**src/source/wbuf_config.svh**
```systemverilog
/* weight buffer sizing; WB_BANK_AW must cover WB_K*WB_K taps
   WB_TOTAL is derived, do not override it on its own */
`ifndef WBUF_CONFIG_SVH
`define WBUF_CONFIG_SVH

`define WB_DW       16  // coefficient width
`define WB_TN       2   // output channels per tile
`define WB_TM       2   // input channels per tile
`define WB_K        3   // kernel side

// bank depth, 9 taps fit in 16 words
`define WB_BANK_AW  4

// coefficients in one full load
`define WB_TOTAL    (`WB_TN * `WB_TM * `WB_K * `WB_K)

`endif

```
**src/source/wbuf_pkg.sv**
```systemverilog
/* write command and weight vector types shared by the weight buffer
   bank order is output channel major, input channel minor */
`include "wbuf_config.svh"

package wbuf_pkg;

    // registered write into the bank array
    typedef struct packed {
        logic [`WB_DW-1:0]             data;
        logic [`WB_BANK_AW-1:0]        tap;
        logic [`WB_TN*`WB_TM-1:0]      bank_sel;  // one-hot, zero when idle
    } wb_write_t;

    // one tap of every kernel, coef[oc][ic]
    typedef struct packed {
        logic [`WB_TN-1:0][`WB_TM-1:0][`WB_DW-1:0] coef;
    } wb_weights_t;

endpackage

```
**src/source/weight_write_router.sv**
```systemverilog
/* stream must arrive as output channel, input channel, tap
   load_start must not coincide with wr_ena; counters wrap after a full load */
`timescale 1ns/10ps
`include "wbuf_config.svh"

module weight_write_router
    import wbuf_pkg::*;
(
    input  logic              clk,
    input  logic              rst,
    input  logic              wr_ena,
    input  logic [`WB_DW-1:0] wr_data,
    input  logic              load_start,
    output wb_write_t         wr_cmd
);
    localparam int taps   = `WB_K * `WB_K;
    localparam int nb     = `WB_TN * `WB_TM;
    localparam int icw    = (`WB_TM > 1) ? $clog2(`WB_TM) : 1;
    localparam int ocw    = (`WB_TN > 1) ? $clog2(`WB_TN) : 1;
    localparam int bw     = (nb > 1) ? $clog2(nb) : 1;

    localparam logic [`WB_BANK_AW-1:0] tap_last = `WB_BANK_AW'(taps - 1);
    localparam logic [icw-1:0]         ic_last  = icw'(`WB_TM - 1);
    localparam logic [ocw-1:0]         oc_last  = ocw'(`WB_TN - 1);

    logic [`WB_BANK_AW-1:0] tap_cnt;
    logic [icw-1:0]         ic_cnt;
    logic [ocw-1:0]         oc_cnt;
    logic [bw-1:0]          bank_idx;
    logic [nb-1:0]          sel_next;

    logic [`WB_DW-1:0]      cmd_data;
    logic [`WB_BANK_AW-1:0] cmd_tap;
    logic [nb-1:0]          cmd_sel;

    // tap -> input channel -> output channel carry chain
    always_ff @(posedge clk or posedge rst) begin
        if (rst) begin
            tap_cnt <= '0;
            ic_cnt  <= '0;
            oc_cnt  <= '0;
        end else if (load_start) begin
            tap_cnt <= '0;
            ic_cnt  <= '0;
            oc_cnt  <= '0;
        end else if (wr_ena) begin
            if (tap_cnt == tap_last) begin
                tap_cnt <= '0;
                if (ic_cnt == ic_last) begin
                    ic_cnt <= '0;
                    oc_cnt <= (oc_cnt == oc_last) ? '0 : oc_cnt + 1'b1;
                end else begin
                    ic_cnt <= ic_cnt + 1'b1;
                end
            end else begin
                tap_cnt <= tap_cnt + 1'b1;
            end
        end
    end

    assign bank_idx = bw'(oc_cnt * `WB_TM) + bw'(ic_cnt);
    assign sel_next = wr_ena ? (nb'(1) << bank_idx) : '0;

    always_ff @(posedge clk or posedge rst) begin
        if (rst) begin
            cmd_sel <= '0;
        end else begin
            cmd_sel <= sel_next;
        end
    end

    always_ff @(posedge clk) begin
        cmd_data <= wr_data;
        cmd_tap  <= tap_cnt;  // position of this word within its kernel
    end

    assign wr_cmd = '{data: cmd_data, tap: cmd_tap, bank_sel: cmd_sel};

    // a restart during a write would drop or misplace that word
    a_load_vs_write: assert property (@(posedge clk) disable iff (rst)
        !(load_start && wr_ena));

endmodule

```
**src/source/weight_bank.sv**
```systemverilog
/* one K*K kernel, write on own select bit, read data one clock after rd_tap
   no read/write collision handling, reads must not overlap writes */
`timescale 1ns/10ps
`include "wbuf_config.svh"

module weight_bank
    import wbuf_pkg::*;
#(
    parameter int bank_index = 0
)(
    input  logic                   clk,
    input  wb_write_t              wr_cmd,
    input  logic [`WB_BANK_AW-1:0] rd_tap,
    output logic [`WB_DW-1:0]      rd_data
);
    localparam int taps = `WB_K * `WB_K;

    logic [`WB_DW-1:0] mem [0:taps-1];

    always_ff @(posedge clk) begin
        if (wr_cmd.bank_sel[bank_index]) begin
            mem[wr_cmd.tap] <= wr_cmd.data;
        end
        rd_data <= mem[rd_tap];  // registered read
    end

    // router tap counter must carry at K*K
    a_tap_range: assert property (@(posedge clk)
        wr_cmd.bank_sel[bank_index] |-> (int'(wr_cmd.tap) < taps));

endmodule

```
**src/source/weight_tap_sequencer.sv**
```systemverilog
/* rd_start gives K*K valid cycles starting three clocks later
   rd_start during a running sweep is illegal */
`timescale 1ns/10ps
`include "wbuf_config.svh"

module weight_tap_sequencer
    import wbuf_pkg::*;
(
    input  logic                                  clk,
    input  logic                                  rst,
    input  logic                                  rd_start,
    output logic [`WB_BANK_AW-1:0]                rd_tap,
    input  logic [`WB_TN*`WB_TM-1:0][`WB_DW-1:0]  bank_data,
    output wb_weights_t                           weights,
    output logic                                  rd_valid,
    output logic                                  rd_last
);
    localparam int taps = `WB_K * `WB_K;
    localparam logic [`WB_BANK_AW-1:0] tap_last = `WB_BANK_AW'(taps - 1);

    logic                   busy;
    logic [`WB_BANK_AW-1:0] tap_cnt;
    logic                   a_valid;  // address register stage
    logic                   a_last;
    logic                   b_valid;  // bank read stage
    logic                   b_last;

    always_ff @(posedge clk or posedge rst) begin
        if (rst) begin
            busy    <= 1'b0;
            tap_cnt <= '0;
        end else if (rd_start) begin
            busy    <= 1'b1;
            tap_cnt <= '0;
        end else if (busy) begin
            if (tap_cnt == tap_last) begin
                busy <= 1'b0;
            end
            tap_cnt <= tap_cnt + 1'b1;
        end
    end

    always_ff @(posedge clk) begin
        if (busy) begin
            rd_tap <= tap_cnt;
        end
    end

    // valid/last follow the tap through the bank and output registers
    always_ff @(posedge clk or posedge rst) begin
        if (rst) begin
            a_valid  <= 1'b0;
            a_last   <= 1'b0;
            b_valid  <= 1'b0;
            b_last   <= 1'b0;
            rd_valid <= 1'b0;
            rd_last  <= 1'b0;
        end else begin
            a_valid  <= busy;
            a_last   <= busy && (tap_cnt == tap_last);
            b_valid  <= a_valid;
            b_last   <= a_last;
            rd_valid <= b_valid;
            rd_last  <= b_last;
        end
    end

    always_ff @(posedge clk) begin
        if (b_valid) begin
            weights <= wb_weights_t'(bank_data);  // hold last tap when idle
        end
    end

    a_no_restart: assert property (@(posedge clk) disable iff (rst)
        busy |-> !rd_start);

endmodule

```
**src/source/weight_buffer.sv**
```systemverilog
/* weight buffer tile, sequential coefficient load and shared tap sweep
   a sweep must start at least one cycle after the last write */
`timescale 1ns/10ps
`include "wbuf_config.svh"

module weight_buffer
    import wbuf_pkg::*;
(
    input  logic              clk,
    input  logic              rst,
    input  logic              wr_ena,
    input  logic [`WB_DW-1:0] wr_data,
    input  logic              load_start,
    input  logic              rd_start,
    output wb_weights_t       weights,
    output logic              rd_valid,
    output logic              rd_last
);
    wb_write_t                                 wr_cmd;
    logic [`WB_BANK_AW-1:0]                    rd_tap;
    logic [`WB_TN*`WB_TM-1:0][`WB_DW-1:0]      bank_data;

    weight_write_router i_router (
        .clk        (clk),
        .rst        (rst),
        .wr_ena     (wr_ena),
        .wr_data    (wr_data),
        .load_start (load_start),
        .wr_cmd     (wr_cmd)
    );

    // bank b holds kernel (b / WB_TM, b % WB_TM)
    for (genvar b = 0; b < `WB_TN * `WB_TM; b++) begin : g_bank
        weight_bank #(
            .bank_index (b)
        ) i_bank (
            .clk     (clk),
            .wr_cmd  (wr_cmd),
            .rd_tap  (rd_tap),
            .rd_data (bank_data[b])
        );
    end

    weight_tap_sequencer i_seq (
        .clk       (clk),
        .rst       (rst),
        .rd_start  (rd_start),
        .rd_tap    (rd_tap),
        .bank_data (bank_data),
        .weights   (weights),
        .rd_valid  (rd_valid),
        .rd_last   (rd_last)
    );

endmodule

```
**config.mk**
```make
export PLATFORM = sky130hd
export DESIGN_NAME = weight_buffer
export DESIGN_NICKNAME = d
export VERILOG_FILES = /design/src/source/wbuf_pkg.sv /design/src/source/weight_write_router.sv /design/src/source/weight_bank.sv /design/src/source/weight_tap_sequencer.sv /design/src/source/weight_buffer.sv
export VERILOG_INCLUDE_DIRS = /design/src /design/src/source
export SDC_FILE = /design/constraint.sdc
export NUM_CORES = 1
export LEC_CHECK = 0
export BUFFER_PORTS_ARGS = -buffer_cell sky130_fd_sc_hd__buf_2
export CAP_MARGIN = 20
export CORE_MARGIN = 10
export CORE_UTILIZATION = 55
export DETAILED_ROUTE_END_ITERATION = 6
export PLACE_DENSITY = 0.82
export SLEW_MARGIN = 10
export SYNTH_ARGS = -nofsm -noshare
export SYNTH_HDL_FRONTEND = slang
export SYNTH_SLANG_ARGS = --single-unit
```
**constraint.sdc**
```tcl
create_clock -name clk -period 2.8 [get_ports clk]
set_input_delay 0.14 -clock clk [delete_from_list [all_inputs] [get_ports clk]]
set_output_delay 0.14 -clock clk [all_outputs]
set_load 0.005 [all_outputs]
```
* Yosys cells after proc, flatten, opt, wreduce, memory -nomap -nowiden
Memory sizes are Yosys's and may differ from the RTL's. A register that Yosys moved wholly into a read port is not among the register bits.
Cells that the tools add are included.
** Cells by class
- Add/sub/neg operators :: 5
- Equal/unequal tests :: 2
- Shift operators :: 1
- Mux-type cells :: 26
- Reductions and logical operators :: 7
** Operators by type and width (count)
- $mux 4 :: 6
- $mux 1 :: 20
- $add 4x1->4 const B :: 2
- $eq 4x4->1 const B :: 2
- $reduce_bool 2->1 :: 4
- $shl 1x2->4 const A :: 1
- $reduce_and 3->1 :: 1
- $add 1x1->1 const B :: 2
- $add 2x1->2 :: 1
- $reduce_and 2->1 :: 1
- $logic_and 1x1->1 :: 1
** Storage, ports and cells
- Flip-flop bits (word level) :: 109
- Bits in writable memories :: 576
- Output and inout bits :: 66
- Memories :: 4
** Memories
- g_bank[0].i_bank.mem :: words 9, width 16, rd ports 1, clocked after memory_dff 1, wr ports 1, RTL line weight_bank.sv:18 : logic [`WB_DW-1:0] mem [0:taps-1];
- g_bank[1].i_bank.mem :: words 9, width 16, rd ports 1, clocked after memory_dff 1, wr ports 1, RTL line weight_bank.sv:18
- g_bank[2].i_bank.mem :: words 9, width 16, rd ports 1, clocked after memory_dff 1, wr ports 1, RTL line weight_bank.sv:18
- g_bank[3].i_bank.mem :: words 9, width 16, rd ports 1, clocked after memory_dff 1, wr ports 1, RTL line weight_bank.sv:18

* Depth between registers and ports, before layout
- Depth after elaboration :: 6
- Gate-level depth with buffers :: 6
- Depth with buffers taken out :: 5

* By module
From an unflattened synthesis, not the netlist that was laid out.
** Second synthesis, totals
- Cells, all modules :: 1455
- Area, all modules :: 27451.3 um^2
** Modules (own cells, without submodules)
- weight_bank (g_bank[1].i_bank ...) :: times used 3, cells each 323, area each 6023.3 um^2, seq. area each 4644.5 um^2
- weight_bank (g_bank[0].i_bank) :: times used 1, cells each 323, area each 6025.8 um^2, seq. area each 4644.5 um^2
- weight_tap_sequencer :: times used 1, cells each 100, area each 2484.9 um^2, seq. area each 2317.2 um^2
- weight_write_router :: times used 1, cells each 63, area each 870.8 um^2, seq. area each 650.6 um^2

* Worst setup path before layout
OpenSTA, ideal clock, no wires.
- Path type :: flip-flop to flip-flop
- Start :: register i_seq.b_valid
- End :: register, netlist name i_seq.weights[0]
- Library setup time :: 0.422 ns
- Arrival :: 1.599 ns
- Data required time :: 2.378 ns
- Setup slack :: 0.780 ns
- Stages on the path, launching flop included :: 1
- Path buffers :: 0
- Clock period less this slack :: 2.020 ns
- Cell sequence :: dfrtp_1
** RTL lines
- start: declaration :: RTL line weight_tap_sequencer.sv:25 : logic b_valid;
- start signal: assignment :: RTL line weight_tap_sequencer.sv:61 : b_valid <= a_valid;
No word-level cell between the ends.

==> impl_metrics.xml <==
<?xml version="1.0" encoding="UTF-8"?>
<metrics>
  <group name="synthesis">
    <metric name="post_synth_xor_area_fraction" unit="%">0.128</metric>
    <metric name="ffs_w_async_s_r_synth" unit="%">2.80</metric>
    <metric name="yosys_register_bits" unit="">749</metric>
    <metric name="synth-compound-area-share" unit="%">6.33</metric>
    <metric name="synth.mux.area_fraction" unit="%">10.0</metric>
    <metric name="synth.lib_cells_used.distinct" unit="">41</metric>
    <metric name="yosys_most_used_dff" unit="">sky130_fd_sc_hd__edfxtp_1</metric>
    <metric name="synth.net_count" unit="">1460</metric>
    <metric name="synth_top_family_by_area" unit="">multiplexers</metric>
    <metric name="synth_area_per_cell" unit="um^2">19.1</metric>
    <metric name="synth_enable_flop_cells" unit="">644</metric>
    <metric name="synthesis.area" unit="um^2">27300</metric>
    <metric name="sequential_element_share_of_the_synthesized_area" unit="%">78.8</metric>
    <metric name="synth_adder_area_share" unit="%">0.183</metric>
    <metric name="ys.warnings.count" unit="">0</metric>
    <metric name="post_synthesis_cell_count" unit="">1435</metric>
    <metric name="yosys.area_share.simple" unit="%">2.50</metric>
  </group>
  <group name="timing">
    <metric name="share_of_the_cycle_needed_by_the_critical_path_after_routing" unit="%">73.0</metric>
    <metric name="skew" unit="ns">0.00891</metric>
    <metric name="report.final.slew_viol_count" unit="">0</metric>
    <metric name="finalWorstPathRequiredPeriod" unit="ns">2.05</metric>
    <metric name="grt_setup_unrepaired" unit="">no</metric>
    <metric name="max_slew_margin" unit="%">35.5</metric>
    <metric name="setup-tns-final" unit="ns">0</metric>
    <metric name="count_of_final_hold_check_violations" unit="">0</metric>
    <metric name="tightest_slew" unit="ns">0.968</metric>
    <metric name="setup_viol" unit="">0</metric>
    <metric name="timing.fmax" unit="MHz">489</metric>
  </group>
  <group name="route">
    <metric name="drt_pass1_iterations" unit="">5</metric>
    <metric name="routedWlPerCell" unit="um">23.9</metric>
    <metric name="ant_nets" unit="">0</metric>
    <metric name="drt-vias-per-instance" unit="">5.81</metric>
    <metric name="vias" unit="">13600</metric>
    <metric name="detail_route.wirelength" unit="mm">55.9</metric>
    <metric name="initial_drt_markers" unit="">1269</metric>
    <metric name="remaining_drc_errors" unit="">0</metric>
  </group>
  <group name="power_and_ir_drop">
    <metric name="power_report.internal_total" unit="mW">18.3</metric>
    <metric name="combPwrFrac" unit="%">6.5</metric>
    <metric name="clock_power_share" unit="%">38.5</metric>
    <metric name="p_leak" unit="nW">10.7</metric>
    <metric name="seq_power_share" unit="%">55.0</metric>
    <metric name="switching_share" unit="%">21.0</metric>
    <metric name="cellPowerDensity" unit="nW/um^2">746</metric>
    <metric name="switching_power" unit="mW">4.88</metric>
    <metric name="max-vdd-ir-drop" unit="V">0.000431</metric>
  </group>
  <group name="layout">
    <metric name="layout.area.seq" unit="um^2">21500</metric>
    <metric name="syn_to_final_growth" unit="%">13.8</metric>
    <metric name="finalNetCount" unit="">1640</metric>
    <metric name="mostFrequentLayoutCells" unit="">sky130_fd_sc_hd__edfxtp_1 (644), sky130_fd_sc_hd__mux2i_1 (130), sky130_fd_sc_hd__mux2_2 (128)</metric>
    <metric name="fillCellCount" unit="">3293</metric>
    <metric name="multi_input_area" unit="um^2">5260</metric>
    <metric name="final_layout_size_suffix_gt1_share" unit="%">26.0</metric>
    <metric name="layout.cell_area.non_filler" unit="um^2">31100</metric>
    <metric name="mostFrequentLayoutCell" unit="">sky130_fd_sc_hd__edfxtp_1</metric>
  </group>
  <group name="floorplan">
    <metric name="floorplan.die.width" unit="um">243</metric>
    <metric name="fp.coreArea" unit="um^2">49100</metric>
    <metric name="number_of_cell_rows" unit="">81</metric>
    <metric name="initial_core_util" unit="%">55.7</metric>
    <metric name="dieArea" unit="um^2">59000</metric>
    <metric name="io_pins" unit="">87</metric>
    <metric name="fp.dieH" unit="um">243</metric>
  </group>
  <group name="global_route">
    <metric name="global_route_wire_length_before_repair" unit="mm">85.1</metric>
    <metric name="grt_max_degree" unit="">68</metric>
    <metric name="grt_antenna_before_repair" unit="">2</metric>
    <metric name="grt_util_met2" unit="%">31.8</metric>
    <metric name="met3_resource_use_gr" unit="%">3.49</metric>
    <metric name="global_route_total_overflow" unit="">0</metric>
    <metric name="global_route.usage.met1" unit="%">23.8</metric>
    <metric name="global_route_layer_with_the_greatest_usage" unit="">met2</metric>
    <metric name="first_global_vias" unit="">14200</metric>
    <metric name="globalRouteTotalUtil" unit="%">18.8</metric>
  </group>
  <group name="clock_network">
    <metric name="htreeDepth" unit="">3</metric>
    <metric name="cts_sink_count" unit="">749</metric>
    <metric name="cts_max_path_buffers" unit="">3</metric>
    <metric name="cts.clk_slew.worst_paths" unit="ns">0.06</metric>
    <metric name="tritoncts.num_buffers" unit="">72</metric>
    <metric name="post_cts_resize_count" unit="">0</metric>
    <metric name="cts_tree" unit="">done</metric>
    <metric name="skew_pair_late_insertion_delay" unit="ns">0.59</metric>
    <metric name="ctsRootBufferMaster" unit="">sky130_fd_sc_hd__clkbuf_16</metric>
  </group>
  <group name="min_path">
    <metric name="worst_min_path_class" unit="">in -&gt; reg</metric>
  </group>
  <group name="placement">
    <metric name="hpwl_detailed" unit="mm">29.2</metric>
    <metric name="place_area" unit="um^2">28800</metric>
    <metric name="numPortBuffers" unit="">86</metric>
    <metric name="place.gp.congestion" unit="">0.762</metric>
  </group>
  <group name="setup_path">
    <metric name="arrival" unit="ns">2.54</metric>
    <metric name="critPathKind" unit="">reg -&gt; reg</metric>
    <metric name="worstSetupStartpointType" unit="">flip-flop</metric>
    <metric name="worstSetupEndpointType" unit="">flip-flop</metric>
    <metric name="worstPathMaxFanout" unit="">21</metric>
    <metric name="cp_data_required_time" unit="ns">3.30</metric>
  </group>
  <group name="run">
    <metric name="cap_violations" unit="">0</metric>
  </group>
  <group name="status">
    <metric name="status" unit="">completed</metric>
  </group>
</metrics>
==> sequential cells by signal (all words and copies together), names as in the netlist, 4 cells and up <==
| signal | cells |
|---|---|
| g_bank.i_bank.mem | 576 |
| i_router.tap_cnt | 4 |
| i_router.cmd_data | 16 |
| i_router.cmd_sel | 4 |
| i_router.cmd_tap | 4 |
| g_bank.i_bank.rd_data | 64 |
| i_seq.rd_tap | 4 |
| i_seq.weights | 64 |
| i_seq.tap_cnt | 4 |
==> routing by layer <==
metal | vias to the layer above | wire length (um)
li1 | 6021 | -
met1 | 6905 | 22100
met2 | 548 | 28300
met3 | 91 | 4140
met4 | 0 | 1330
met5 | - | 0
==> power by group through the flow <==
stage,registers [mW],logic [mW],clock network (mW)
detailed placement,13.0,1.50,0
global placement,13.0,1.46,0
floorplan,13.0,0.876,0
global route,12.8,1.62,9.50
finish,12.8,1.51,8.92
CTS,12.8,1.53,9.06
==> area by class of cell <==
class                      count  area share (%)
sequential                   749            69.3
tap                          664            2.67
clock buffer                  99            6.38
multi-input combinational    609            16.9
inverter                       6          0.0724
clock inverter                28           0.543
antenna                        2          0.0161
timing repair buffer         177            4.14
==> stage by stage <==
step	hold WS (ns)	util (%)	cells	power [mW]	setup slack, ns
CTS	0.157	63.4	2332	23.4	0.757
finish	0.179	63.4	2334	23.2	0.755
global placement	0.244	58.6	2185	14.5	0.896
global route	0.167	63.4	2334	23.9	0.675
floorplan	0.117	-	1435	13.9	0.780
detailed placement	0.244	58.6	2185	14.5	0.821
==> logic make-up (layout without fill, tap and decap cells) <==
logic type      Yosys count  in the layout
xor+xnor                  4              4
compound gates          202            202
mux                     258            258
other cells               0              2
flops                   749            749
fa+ha+maj                 4              4
buf+inv                  77            310
simple gates            141            141
==> path summary, 6_finish.rpt <==
| check | start | end | slack, ns | cells after the start |
|---|---|---|---|---|
| worst max-delay path | i_seq.rd_tap[2] | g_bank[2].i_bank.rd_data[0] | 0.75 | 5 |
| worst min-delay path | wr_data[13] | i_router.cmd_data[13] | 0.18 | 2 |
| worst max register to register | i_seq.rd_tap[2] | g_bank[2].i_bank.rd_data[0] | 0.75 | 5 |
| worst min register to register | i_seq.a_valid | i_seq.b_valid | 0.35 | 0 |
| max in group asynchronous | rst | i_seq.b_valid | 1.94 | 3 |
| min in group asynchronous | rst | i_seq.rd_last | 0.25 | 3 |
==> worst max-delay path, cell delays in order (launching register included) <==
cell	delay, ns
sky130_fd_sc_hd__edfxtp_1	0.52
sky130_fd_sc_hd__nand2b_2	0.54
sky130_fd_sc_hd__buf_4	0.32
sky130_fd_sc_hd__buf_4	0.20
sky130_fd_sc_hd__o22ai_1	0.11
sky130_fd_sc_hd__o31ai_1	0.24
==> repair_timing <==
item / CTS / global route
hold endpoints to repair: 52 / 0
hold buffers: 20 / 0
buffers inserted: 0 / 0
==> cells in the mapped netlist (4+ instances only) <==
library cell	count	area (um^2)
sky130_fd_sc_hd__a21oi_1	4	20.0
sky130_fd_sc_hd__a22o_1	64	561
sky130_fd_sc_hd__and2_1	36	225
sky130_fd_sc_hd__buf_1	4	15.0
sky130_fd_sc_hd__buf_12	8	160
sky130_fd_sc_hd__buf_2	6	30.0
sky130_fd_sc_hd__buf_4	6	45.0
sky130_fd_sc_hd__buf_6	14	158
sky130_fd_sc_hd__clkbuf_1	33	124
sky130_fd_sc_hd__dfrtp_1	21	526
sky130_fd_sc_hd__dfxtp_1	84	1680
sky130_fd_sc_hd__edfxtp_1	644	19300
sky130_fd_sc_hd__ha_1	4	50.1
sky130_fd_sc_hd__inv_1	6	22.5
sky130_fd_sc_hd__mux2_2	128	1440
sky130_fd_sc_hd__mux2i_1	130	1300
sky130_fd_sc_hd__nand2_1	71	267
sky130_fd_sc_hd__nand2b_1	5	31.3
sky130_fd_sc_hd__nor2_1	12	45.0
sky130_fd_sc_hd__nor3_1	4	20.0
sky130_fd_sc_hd__o22ai_1	64	400
sky130_fd_sc_hd__o31ai_1	18	135
sky130_fd_sc_hd__o31ai_2	46	576
(Power assumes the default switching activity.)
